[src/image_capture_macros.svh]
`ifndef IMAGE_CAPTURE_MACROS_SVH
`define IMAGE_CAPTURE_MACROS_SVH

// ==================================================
// Frame geometry
// ==================================================
`define FRAME_W    64          // Raw active window width
`define FRAME_H    64          // Raw active window height

`define IMG_W      32          // Gray image after 2x2 reduction
`define IMG_H      32
`define IMG_WORDS  1024        // IMG_W * IMG_H

// ==================================================
// Register map in word addresses
// ==================================================
`define REG_CTRL   10'd0       // Write only
`define REG_STATUS 10'd1
`define REG_FRAMES 10'd2
`define BAD_READ   32'h0000dead

`endif

[src/image_capture_pkg.sv]
`include "image_capture_macros.svh"

package image_capture_pkg;

    // One sensor sample from the D5M
    typedef logic [11:0] raw_pix_t;

    // Reduced gray pixel
    typedef logic [7:0] gray_pix_t;

    // Word address into the gray image
    typedef logic [$clog2(`IMG_W * `IMG_H)-1:0] img_addr_t;

    // Raw x or y position
    // One extra bit so the count can run past the window
    typedef logic [$clog2(`FRAME_W):0] coord_t;

    // Wishbone data word
    typedef logic [31:0] wb_word_t;

endpackage

[src/ccd_capture.sv]
`timescale 1ns/1ns
`include "image_capture_macros.svh"

module ccd_capture import image_capture_pkg::*; (
    input  logic        D5M_PIXLCLK,
    input  logic        rst_n,
    input  raw_pix_t    d5m_d,
    input  logic        d5m_fval,
    input  logic        d5m_lval,
    input  logic        start_req,     // One cycle pulse from the bus
    input  logic        stop_req,      // One cycle pulse from the bus
    output raw_pix_t    pix_data,
    output logic        pix_valid,
    output coord_t      pix_x,
    output coord_t      pix_y,
    output logic        frame_end,
    output logic        capturing,
    output logic [15:0] frame_count
);

    typedef enum logic [1:0] {
        CAP_IDLE,
        CAP_ARMED,     // Waiting for the next frame start
        CAP_ACTIVE
    } cap_state_t;

    cap_state_t state;
    logic       stop_pending;
    logic       stop_next;
    raw_pix_t   d_r;
    logic       fval_r;
    logic       fval_d;
    logic       lval_r;
    logic       lval_d;
    coord_t     x_cnt;
    coord_t     y_cnt;
    logic       fval_rise;
    logic       fval_fall;
    logic       lval_fall;
    logic       in_window;
    logic       take_pix;

    // ==================================================
    // Sensor input stage and edge detect
    // ==================================================
    assign fval_rise = fval_r & ~fval_d;
    assign fval_fall = ~fval_r & fval_d;
    assign lval_fall = ~lval_r & lval_d;   // End of a line

    always_ff @(posedge D5M_PIXLCLK)
    begin
        d_r      <= d5m_d;      // Sample edge k
        pix_data <= d_r;        // Presented at edge k+1
        pix_x    <= x_cnt;
        pix_y    <= y_cnt;
    end

    always_ff @(posedge D5M_PIXLCLK)
    begin
        if (!rst_n)
        begin
            fval_r <= 1'b0;
            fval_d <= 1'b0;
            lval_r <= 1'b0;
            lval_d <= 1'b0;
        end
        else
        begin
            fval_r <= d5m_fval;
            fval_d <= fval_r;
            lval_r <= d5m_lval;
            lval_d <= lval_r;
        end
    end

    // ==================================================
    // Pixel position counters
    // ==================================================
    always_ff @(posedge D5M_PIXLCLK)
    begin
        if (!rst_n)
        begin
            x_cnt <= '0;
            y_cnt <= '0;
        end
        else
        begin
            if (!lval_r)
                x_cnt <= '0;                        // Clear between lines
            else if (x_cnt != coord_t'(`FRAME_W))
                x_cnt <= x_cnt + 7'd1;              // Saturates past the window
            if (!fval_r)
                y_cnt <= '0;                        // Clear in vertical blanking
            else if (lval_fall && y_cnt != coord_t'(`FRAME_H))
                y_cnt <= y_cnt + 7'd1;
        end
    end

    // ==================================================
    // Start and stop control
    // ==================================================
    assign in_window = (x_cnt < coord_t'(`FRAME_W)) && (y_cnt < coord_t'(`FRAME_H));
    // First pixel may land on the same edge that starts the frame
    assign take_pix  = (state == CAP_ACTIVE) || ((state == CAP_ARMED) && fval_rise);
    // Latest request wins, start cancels a pending stop
    assign stop_next = start_req ? 1'b0 : (stop_req ? 1'b1 : stop_pending);

    always_ff @(posedge D5M_PIXLCLK)
    begin
        if (!rst_n)
        begin
            state        <= CAP_IDLE;
            stop_pending <= 1'b0;
            frame_count  <= '0;
            frame_end    <= 1'b0;
            pix_valid    <= 1'b0;
        end
        else
        begin
            frame_end <= 1'b0;
            pix_valid <= fval_r && lval_r && in_window && take_pix;
            case (state)
                CAP_IDLE:
                    if (start_req)
                        state <= CAP_ARMED;
                CAP_ARMED:
                    if (stop_req)
                        state <= CAP_IDLE;          // Cancel before any frame
                    else if (fval_rise)
                        state <= CAP_ACTIVE;
                CAP_ACTIVE:
                begin
                    stop_pending <= stop_next;
                    if (fval_fall)
                    begin
                        frame_count <= frame_count + 16'd1;
                        frame_end   <= 1'b1;
                        if (stop_next)
                        begin
                            state        <= CAP_IDLE;   // Frame done then stop
                            stop_pending <= 1'b0;
                        end
                    end
                end
                default:
                    state <= CAP_IDLE;
            endcase
        end
    end

    assign capturing = (state == CAP_ACTIVE);

endmodule

[config.mk]
export PLATFORM = sky130hd
export DESIGN_NAME = ccd_capture
export DESIGN_NICKNAME = d
export VERILOG_FILES = /design/src/image_capture_pkg.sv /design/src/ccd_capture.sv
export VERILOG_INCLUDE_DIRS = /design/src /design/src/src
export SDC_FILE = /design/constraint.sdc
export NUM_CORES = 1
export LEC_CHECK = 0
export BUFFER_PORTS_ARGS = -buffer_cell sky130_fd_sc_hd__buf_4
export CAP_MARGIN = 20
export CORE_MARGIN = 2
export CORE_UTILIZATION = 46
export CTS_CLUSTER_DIAMETER = 100
export DETAILED_ROUTE_END_ITERATION = 6
export HOLD_SLACK_MARGIN = 0.08
export PLACE_DENSITY = 0.73
export SETUP_SLACK_MARGIN = 0.05
export SYNTH_ARGS = -nofsm -noshare
export SYNTH_HDL_FRONTEND = slang
export SYNTH_SLANG_ARGS = --single-unit
export TNS_END_PERCENT = 1
[constraint.sdc]
create_clock -name D5M_PIXLCLK -period 1.75 [get_ports D5M_PIXLCLK]
set_clock_uncertainty 0.15 [all_clocks]
set_input_delay 0.0875 -clock D5M_PIXLCLK [delete_from_list [all_inputs] [get_ports D5M_PIXLCLK]]
set_output_delay 0.0875 -clock D5M_PIXLCLK [all_outputs]
set_load 0.005 [all_outputs]
Word-level counts from Yosys, hierarchy flattened
Index checks and enable logic that the tools add are counted.
- bitwise gates (word level): 6
- shift-type cells: 0
- reductions and logical operators: 13
- $add $sub $neg: 3
- multipliers: 0
- equality and inequality tests: 8
- $lt $le $gt $ge: 2
- mux-type cells: 10
- div/mod/pow operators: 0
- operator list (cell ; number):
    adder 16 x 1 -> 16 bit (second input constant) ; 1
    adder 7 x 1 -> 7 bit (second input constant) ; 2
    < comparator 7 bit (second input constant) ; 2
    != test 7 bit (second input constant) ; 2
    two-way mux 2 bit ; 5
    AND reduction 2 bit ; 4
    logical AND 1 bit ; 6
    one-hot mux 2 bit (3 select lines) ; 1
    two-way mux 1 bit ; 4
    != test 2 x 1 -> 1 bit (second input constant) ; 2
    AND reduction 4 bit ; 1
    bitwise AND 1 bit ; 3
    != test 3 bit (second input constant) ; 1
    NOT 1 bit ; 3
    equality test 2 x 1 -> 1 bit (second input constant) ; 1
    equality test 2 bit (second input constant) ; 1
    logical NOT 2 bit ; 1
    != test 2 bit (second input constant) ; 1
    logical OR 1 bit ; 1
- latch bits: 0
- register bits: 77
- logic and storage cells: 57
- input bits: 18
- memories kept: 0
- RAM bits: 0
- ROM bits: 0
- output and inout bits: 45

Longest topological paths before layout
Gate-level depths: netlist of the first run.
- depth after elaboration: 5
- depth in mapped cells: 6

Worst setup path before layout of the first run
Ideal clock, no wire load.
- kind: reg-to-reg
- from: reg frame_count[0]
- to: reg frame_count[12]
- library setup time: 0.072 ns
- data arrival time: 1.474 ns
- clock period less this slack: 1.696 ns
- required time: 1.528 ns
- stages on the path, launching flop included: 6
- path slack: 0.054 ns
- cell sequence: dfxtp_1 -> ha_1 -> and3_1 -> nand2_2 -> or4_1 -> a21oi_1
- word-level cells in the longest chain between the ends: 1
- ends and longest elaborated chain (element ; RTL line ; source):
    start, declared ; ccd_capture.sv:18 ; output logic [15:0] frame_count
    start signal, assigned ; ccd_capture.sv:136 ; frame_count <= frame_count + 16'd1;
    adder 16 x 1 -> 16 bit ; ccd_capture.sv:136 ;
Every way passes these cells.
A chain may end at the register's enable or synchronous reset.

Final worst setup path of the first run
- from: reg frame_count[7]
- to: reg frame_count[13]
The elaborated chain is that of the path after synthesis.

==> impl_metrics.toml, run 1 <==
[run_status]
status = "finished clean"

[grt]
grt_pass1_wl_um = 8160
grt_use_total_pct = 17.2
grt_max_degree = 18
antenna_found_initial = 0
overflow = 0
grt_pass1_vias = 1741

[setup_path]
endpoint_kind = "flop"
worst-endpoint-arrival_ps = 1770
r2r-start = "frame_count[7]$_SDFFE_PN0P_"
crit_type = "reg -> reg"
crit_path_start_kind = "flop"
crit_end = "frame_count[13]$_SDFFE_PN0P_"
r2r_setup_slack_ps = 90
crit_required_ps = 1860
critical_path.max_fanout = 8
ff2ff_path_depth = 4
crit_start = "frame_count[7]$_SDFFE_PN0P_"
r2r_end = "frame_count[13]$_SDFFE_PN0P_"

[cells_and_area]
synthToLayoutAreaGrowth_pct = 45.1
postLayoutCellArea_um2 = 3580
antennaDiodeCount = 0
finalNetCount = 351
drive_above_1_share_pct = 33.6
fill_cells = 387
fin_util_pct = 69.6

[yosys]
synth_cell_types = 38
syn_inst = 222
synthesis.area_um2 = 2460
ys_seq_area_share_pct = 62.6
synth_fp_nets = 245
ys_warn_count = 0
syn_avg_cell_area_um2 = 11.1
ys_ff_latch = 77

[timing]
max_freq_ghz = 0.601
maxSlewViolCount = 0
finalHoldViolCount = 0
rsz0062_at_grt = "true"
setup_viol = 0
tns_ps = 0
timing.final.crit_period_ps = 1660
worstMarginPinSlew_ps = 503
relSlewSlack_pct = 66.3
fin_crit_sh_pct = 95.0

[die]
initial_core_util_pct = 47.9
fp.coreArea_um2 = 5140
pin_count = 63
rows = 26
die-area_um2 = 5960
die_h_um = 77.2
die_w_um = 77.2

[routing]
drtPass1Iterations = 4
drtIter0Drc = 57
wl_per_cell_um = 12.4
drcViolationCount = 0
antenna_left = 0
viasPerCell = 4.72
wirelength_um = 4990
vias = 1904

[placement]
gp_congestion = 0.784
placement.io_buffers = 62
placed_area_um2 = 3120
hpwlAfterDp_um = 3180

[power]
p_leak_nw = 1.56
power_mw = 3.25
powerDensity_nw_per_um2 = 910
max-vdd-ir-drop_mv = 0.617

[cts]
clock-root-buffer = "clkbuf_8"
worstSkewPairLatency_ps = 340
htree_levels = 3
clk_pin_slew_ps = 80
cts-buffers-inserted = 9
ctsLongestPathBuffers = 2
cts_sinks = 77
tritoncts = "built"

[worst_hold_path]
hold_depth = 0
hold_path_class = "reg -> reg"

[flow_run]
cap_violations = 0
## flip-flops by register name, indices dropped and copies added, names as in the netlist
register      flops
x_cnt             7
fval_r            1
fval_d            1
y_cnt             7
lval_r            1
state             2
pix_data         12
stop_pending      1
pix_x             7
frame_end         1
pix_y             7
frame_count      16
d_r              12
pix_valid         1
lval_d            1
## worst min-delay path by stage
stage / start / to / slack, ps
after floorplan: d5m_d[0] / d_r[0]$_DFF_P_ / -30
after global placement: d5m_d[8] / d_r[8]$_DFF_P_ / 40
after CTS: d_r[3]$_DFF_P_ / pix_data[3]$_DFF_P_ / 180
after detailed placement: d5m_d[1] / d_r[1]$_DFF_P_ / 40
final: d_r[1]$_DFF_P_ / pix_data[1]$_DFF_P_ / 180
after global routing: d_r[1]$_DFF_P_ / pix_data[1]$_DFF_P_ / 180
## logic make-up after synthesis
logic type,after synthesis,synth area share [%]
compound gates,20,5.03
xor+xnor,20,7.11
fa+ha+maj,5,2.54
buf+inv,12,1.88
flops,77,62.6
mux,4,1.63
simple gates,84,19.2
## placed cells by master, fill, tap and decap left out, types with 2 or more instances in the layout
master | netlist | layout
a21oi_1 | 9 | 5
a21oi_2 | 0 | 4
and2_1 | 3 | 3
and3_1 | 3 | 2
buf_4 | 0 | 79
clkbuf_8 | 0 | 10
clkinv_4 | 0 | 2
dfxtp_1 | 77 | 74
dfxtp_2 | 0 | 3
dlygate4sd3_1 | 0 | 19
ha_1 | 5 | 4
inv_1 | 8 | 8
mux2i_1 | 4 | 4
nand2_1 | 10 | 10
nand3_1 | 9 | 9
nand4_1 | 7 | 7
nor2_1 | 28 | 28
nor2b_1 | 2 | 2
nor3_1 | 2 | 2
nor4_1 | 2 | 2
o21ai_0 | 3 | 3
o31ai_1 | 4 | 4
or3_1 | 2 | 2
or4_1 | 5 | 2
or4_4 | 0 | 3
xnor2_1 | 4 | 4
xor2_1 | 16 | 16
## power breakdown
group	internal (mW)	switching [mW]	total, mW	leakage [nW]
Combinational	0.0888	0.0513	0.140	0.831
Clock	0.700	0.610	1.31	0.0995
Sequential	1.79	0.0132	1.80	0.632
## worst max-delay path, stage by stage (launching register included)
cell	delay, ps
dfxtp_2	360
and4_4	280
nand3_4	120
or4_4	540
a21oi_2	140
## per-layer routing
metal  vias up  GRT usage (%)  share of wire (%)
met5         -              0                  0
li1        977              -                  -
met4         0           9.11                1.8
met1       862           23.3                 50
met3         8           3.88                4.1
met2        57           25.6                 45
## Yosys cell counts
| library cell | number | share of area [%] |
|---|---|---|
| and4b_1 | 1 | 0.41 |
| mux2i_1 | 4 | 1.6 |
| nor2_1 | 28 | 4.3 |
| a211oi_1 | 1 | 0.30 |
| nor4_1 | 2 | 0.51 |
| or4_1 | 5 | 1.5 |
| a31o_2 | 1 | 0.36 |
| nand3_1 | 9 | 1.8 |
| nor3_1 | 2 | 0.41 |
| nor3b_1 | 1 | 0.30 |
| and4_1 | 1 | 0.36 |
| and3_1 | 3 | 0.76 |
| and4_4 | 1 | 0.46 |
| nand4_4 | 1 | 0.86 |
| o211a_1 | 1 | 0.41 |
| nor2b_1 | 2 | 0.51 |
| nand2_2 | 1 | 0.25 |
| o21a_1 | 1 | 0.30 |
| nand2b_1 | 1 | 0.25 |
| clkinv_1 | 1 | 0.15 |
| clkbuf_1 | 2 | 0.30 |
| o21ai_0 | 3 | 0.61 |
| nor4b_1 | 1 | 0.36 |
| a21oi_1 | 9 | 1.8 |
| and4bb_2 | 1 | 0.51 |
| dfxtp_1 | 77 | 63 |
| buf_2 | 1 | 0.20 |
| xnor2_1 | 4 | 1.4 |
| nand3_4 | 1 | 0.71 |
| nor4bb_1 | 1 | 0.41 |
| inv_1 | 8 | 1.2 |
| nand2_1 | 10 | 1.5 |
| xor2_1 | 16 | 5.7 |
| o31ai_1 | 4 | 1.2 |
| or3_1 | 2 | 0.51 |
| and2_1 | 3 | 0.76 |
| ha_1 | 5 | 2.5 |
| nand4_1 | 7 | 1.8 |
## metrics by stage
stage               cells  hold WS (ps)  setup slack (ps)
floorplan             222         -34.8              54.2
finish                403           176              87.0
global placement      366          42.3               104
CTS                   402           179              49.9
detailed placement    366          43.1              24.2
global route          403           183              21.0
## layout make-up
class | count | area (µm²) | share of cell area (%)
Timing Repair Buffer | 98 | 783 | 21.9
Clock inverter | 5 | 60.1 | 1.68
Inverter | 9 | 33.8 | 0.945
Sequential cell | 77 | 1550 | 43.2
Tap cell | 70 | 87.6 | 2.45
Multi-Input combinational cell | 133 | 925 | 25.9
Clock buffer | 11 | 141 | 3.95
## what timing repair did
action	in CTS	in global routing
hold buffers	19	0
buffers inserted	1	1
hold endpoints to repair	24	0
setup endpoints to repair	3	5
pin swaps	1	0
gates resized for setup	2	12
No activity file was read; power rests on OpenSTA's default activity.
==> run 2: changes to the inputs <==
Settings changed: CELL_PAD_IN_SITES_DETAIL_PLACEMENT set to 2, CELL_PAD_IN_SITES_GLOBAL_PLACEMENT set to 2, CORE_UTILIZATION 46 to 29, PLACE_DENSITY 0.73 to 0.72.
==> impl_metrics.toml, run 2 (synthesized netlist as in run 1, its figures left out) <==
[cells_and_area]
synthToLayoutAreaGrowth_pct = 46.5
largest_reg_flops = 16
regMostFlops = "frame_count"
fin_cells = 439
antennaDiodeCount = 0
postLayoutCellArea_um2 = 3610
fin_util_pct = 43.9
final_common_cell = "buf_4"
largestRegisters = "frame_count x16, d_r x12, pix_data x12"
drive_above_1_share_pct = 34.1
mostFrequentLayoutCells = "buf_4 (81), dfxtp_1 (72), nor2_1 (28), dlygate4sd3_1 (19), xor2_1 (16)"
finalNetCount = 353

[worst_hold_path]
hold_path_end = "pix_data[2]$_DFF_P_"
min_from = "d_r[2]$_DFF_P_"
hold_depth = 0
hold_path_class = "reg -> reg"

[cts]
clk_pin_slew_ps = 80
clock-root-buffer = "clkbuf_8"
tritoncts = "built"
worstSkewPairLatency_ps = 350
htree_levels = 3
cts_sinks = 77
ctsLongestPathBuffers = 2
cts-buffers-inserted = 9

[die]
pin_count = 63
die_w_um = 96.2
rows = 33
die-area_um2 = 9250
die_h_um = 96.2
fp.coreArea_um2 = 8220
initial_core_util_pct = 30.0

[timing]
maxSlewViolCount = 0
finalHoldViolCount = 0
max_freq_ghz = 0.600
rsz0062_at_grt = "true"
fin_hold_ws_ps = 178
worstMarginPinSlew_ps = 369
tns_ps = 0
fin_crit_sh_pct = 95.2
timing.final.crit_period_ps = 1670
setup_viol = 0
relSlewSlack_pct = 75.4

[grt]
grt_pass1_wl_um = 10400
overflow = 0
grt_pass1_vias = 2111
antenna_found_initial = 0
grt_max_degree = 17
grt_use_total_pct = 15.0

[setup_path]
r2r-start = "frame_count[7]$_SDFFE_PN0P_"
slowest_stage = "or4_4"
r2r_setup_slack_ps = 80
crit_required_ps = 1870
worst-endpoint-arrival_ps = 1790
crit_type = "reg -> reg"
critPathMaxStageDelay_ps = 540
endpoint_kind = "flop"
crit_path_cell_trace = "and4_4 > nand3_4 > or4_4 > a21oi_1"
r2r_end = "frame_count[13]$_SDFFE_PN0P_"
critical_path.max_fanout = 8
ff2ff_path_depth = 4
crit_path_start_kind = "flop"

[placement]
gp_congestion = 0.678
placed_cells = 404
placement.io_buffers = 62
hpwlAfterDp_um = 4520
placed_area_um2 = 3180

[power]
powerDensity_nw_per_um2 = 871
max-vdd-ir-drop_mv = 0.295
p_leak_nw = 1.57

[routing]
vias = 1995
drtIter0Drc = 29
antenna_left = 0
viasPerCell = 4.54
wl_per_cell_um = 15.0
drcViolationCount = 0
wirelength_um = 6600
drtPass1Iterations = 4

[flow_run]
cap_violations = 0

[run_status]
status = "finished clean"
[run 2: cell types whose count changed in the layout (fill, tap and decap cells not counted), moves of 2 or more]
cell      previous run  this run
dfxtp_1             74        72
clkinv_2             1         3
a21oi_2              4         1
dfxtp_2              3         5
a21oi_1              5         8
buf_4               79        81
[run 2: worst max-delay path by stage]
stage | end | start | cells after the start | slack [ps]
5_1_grt | frame_count[12]$_SDFFE_PN0P_ | frame_count[0]$_SDFFE_PN0P_ | 5 | 10
6_report | frame_count[13]$_SDFFE_PN0P_ | frame_count[7]$_SDFFE_PN0P_ | 4 | 80
3_5_place_dp | frame_count[12]$_SDFFE_PN0P_ | frame_count[0]$_SDFFE_PN0P_ | 5 | 40
2_1_floorplan | frame_count[12]$_SDFFE_PN0P_ | frame_count[0]$_SDFFE_PN0P_ | 5 | 50
4_1_cts | frame_count[13]$_SDFFE_PN0P_ | frame_count[7]$_SDFFE_PN0P_ | 4 | 50
3_3_place_gp | frame_count[14]$_SDFFE_PN0P_ | fval_r$_SDFF_PN0_ | 4 | 110
[run 2: area by class of cell]
cell class	instances	area [µm²]
Tap cell	105	131
Fill cell	876	4610
Multi-Input combinational cell	133	923
Clock buffer	11	151
Sequential cell	77	1550
Clock inverter	4	23.8
Inverter	9	33.8
Timing Repair Buffer	100	798
[run 2: critical path, delay by kind of cell, from the launching register on]
kind / cells / cell delay (ps)
DFF: 1 / 350
AOI/OAI and AO/OA: 1 / 150
and+or+nand+nor: 3 / 940
[run 2: timing repair]
action,CTS,global route
pin swaps,1,2
endpoints found under the hold margin,22,0
gates resized for setup,6,9
hold buffers,19,0
endpoints found under the setup margin,4,6
buffers inserted,0,1
[run 2: per-layer routing]
metal | vias up | global-route usage, % | part of all wire [%]
met5 | - | 0 | 0
met4 | 0 | 7.86 | 1.7
met3 | 8 | 3.45 | 4.6
met2 | 49 | 24.9 | 49
met1 | 965 | 18.1 | 45
li1 | 973 | - | -
[run 2: report_power, final]
part / total (mW) / internal [mW] / switching (mW)
Sequential: 1.81 / 1.79 / 0.0151
Combinational: 0.146 / 0.0905 / 0.0557
Clock: 1.19 / 0.579 / 0.615
Total: 3.15 / 2.46 / 0.685
[run 2: metrics by stage]
| step | setup WS, ps | power, mW |
|---|---|---|
| final | 84.6 | 3.15 |
| after global routing | 12.8 | 3.31 |
| after CTS | 48.5 | 3.20 |
| after floorplan | 54.2 | 1.88 |
| after detailed placement | 41.9 | 1.96 |
| after global placement | 107 | 1.95 |
==> run 3: changes to the inputs <==
Settings changed: GPL_TIMING_DRIVEN set to 0.
==> impl_metrics.toml, run 3 (synthesized netlist as in run 1, its figures left out) <==
[setup_path]
r2r_end = "frame_count[14]$_SDFFE_PN0P_"
endpoint_kind = "flop"
crit_required_ps = 1870
critPathTopFamily = "simple AND/OR/NAND/NOR gates"
critical_path_buf_inv_count = 0
r2r-start = "fval_r$_SDFF_PN0_"
r2r_setup_slack_ps = 70
slowest_stage = "or4_1"
critPathMaxStageDelay_ps = 510
critical_path.max_fanout = 7
crit_type = "reg -> reg"
worst-endpoint-arrival_ps = 1800
crit_path_start_kind = "flop"
ff2ff_path_depth = 4
crit_path_cell_trace = "and4bb_4 > nand2_4 > or4_1 > a21oi_1"

[placement]
placement.io_buffers = 61
placed_area_um2 = 3050
hpwlAfterDp_um = 4120
placed_cells = 388
gp_congestion = 0.687
place_ws_ps = -134

[grt]
antenna_found_initial = 0
grt_pass1_vias = 1933
overflow = 0
grt_pass1_wl_um = 9520
grt_use_total_pct = 13.7
grt_max_degree = 13
grt_busiest_layer = "met2"
grtUsageMet3_pct = 3.92
grt_use_met1_pct = 17.4
grt_use_met2_pct = 22.0

[routing]
wl_per_cell_um = 14.4
wirelength_um = 6220
drtIter0Drc = 46
vias = 1947
viasPerCell = 4.51
drtPass1Iterations = 4
antenna_left = 0
drcViolationCount = 0

[cells_and_area]
final_common_cell = "buf_4"
fin_cells = 432
largestRegisters = "frame_count x16, d_r x12, pix_data x12"
antennaDiodeCount = 0
regMostFlops = "frame_count"
largest_reg_flops = 16
postLayoutCellArea_um2 = 3600
finalNetCount = 346
fill_cells = 877
mostFrequentLayoutCells = "buf_4 (70), dfxtp_1 (65), nor2_1 (28), dlygate4sd3_1 (20), xor2_1 (16)"
regArea_um2 = 1570
synthToLayoutAreaGrowth_pct = 46.3
multi_input_area_um2 = 938
drive_above_1_share_pct = 33.9

[cts]
htree_levels = 3
worstSkewPairLatency_ps = 340
cts-buffers-inserted = 9
clk_pin_slew_ps = 80
cts_sinks = 77
clock-root-buffer = "clkbuf_8"
ctsLongestPathBuffers = 2
tritoncts = "built"

[flow_run]
cap_violations = 0

[worst_hold_path]
hold_path_class = "in -> reg"
hold_path_end = "y_cnt[0]$_SDFFE_PN0P_"
min_from = "rst_n"
hold_depth = 3

[timing]
relSlewSlack_pct = 70.9
maxSlewViolCount = 0
max_freq_ghz = 0.596
rsz0062_at_grt = "true"
finalHoldViolCount = 0
fin_crit_sh_pct = 95.9
worstMarginPinSlew_ps = 436
timing.final.crit_period_ps = 1680
setup_viol = 0
fin_ws_ps = 72.3

[die]
die_w_um = 96.2
fp.coreArea_um2 = 8220
die-area_um2 = 9250
rows = 33
die_h_um = 96.2
pin_count = 63
initial_core_util_pct = 30.0

[power]
powerDensity_nw_per_um2 = 899
power_mw = 3.24
p_leak_nw = 1.55
max-vdd-ir-drop_mv = 0.320

[run_status]
status = "finished clean"
[run 3: changes by cell type in the layout (fill, tap and decap cells not counted), sizes merged]
cell,previous run,this run
buf,81,71
bufinv,0,1
clkbuf,11,13
clkinv,5,4
dlygate4sd3,19,20
[run 3: what timing repair did]
item	in CTS	in global routing
hold endpoints to repair	18	0
gates resized for setup	21	11
pin swaps	3	9
setup endpoints to repair	8	7
buffers inserted	3	6
hold buffers	20	0
[run 3: worst reg2reg max path, cell delays in order, from the launching register on]
cell      delay, ps
dfxtp_4         350
and4bb_4        390
nand2_4          90
or4_1           510
a21oi_1         120
[run 3: area by class of cell]
cell class	count	share of cell area, %
flip-flops and latches	77	43.6
multi-input cells	133	26.0
repair buffers	90	20.1
clock buffers	11	3.92
well taps	105	3.65
clock inverters	4	1.35
inverters	9	0.937
plain buffers	3	0.347
[run 3: per-stage QoR]
| step | hold slack (ps) | setup TNS [ps] | util [%] |
|---|---|---|---|
| floorplan | -34.8 | 0 | - |
| global placement | 42.5 | -213 | 37.2 |
| detailed placement | 43.3 | -392 | 37.2 |
| CTS | 141 | 0 | 42.8 |
| global route | 179 | 0 | 43.9 |
| finish | 124 | 0 | 43.9 |
[run 3: worst max path at each step]
stage                                               to  depth (start not counted)                        start
final                     frame_count[14]$_SDFFE_PN0P_                          4            fval_r$_SDFF_PN0_
after global routing       frame_count[7]$_SDFFE_PN0P_                          5            fval_r$_SDFF_PN0_
after CTS                 frame_count[15]$_SDFFE_PN0P_                          4  frame_count[6]$_SDFFE_PN0P_
after detailed placement  frame_count[14]$_SDFFE_PN0P_                          5  frame_count[0]$_SDFFE_PN0P_
after global placement    frame_count[12]$_SDFFE_PN0P_                          5  frame_count[0]$_SDFFE_PN0P_
after floorplan           frame_count[12]$_SDFFE_PN0P_                          5  frame_count[0]$_SDFFE_PN0P_
[run 3: metal layers]
layer  vias up  wire (µm)
li1        959          -
met1       934       2780
met2        50       3070
met3         4        313
met4         0         57
met5         -          0
[run 3: power by group]
part | internal (mW) | leakage (nW) | switching (mW) | total [mW]
sequential | 1.78 | 0.638 | 0.0171 | 1.80
clock | 0.689 | 0.0992 | 0.611 | 1.30
combinational | 0.0891 | 0.813 | 0.0532 | 0.142
total | 2.56 | 1.55 | 0.681 | 3.24
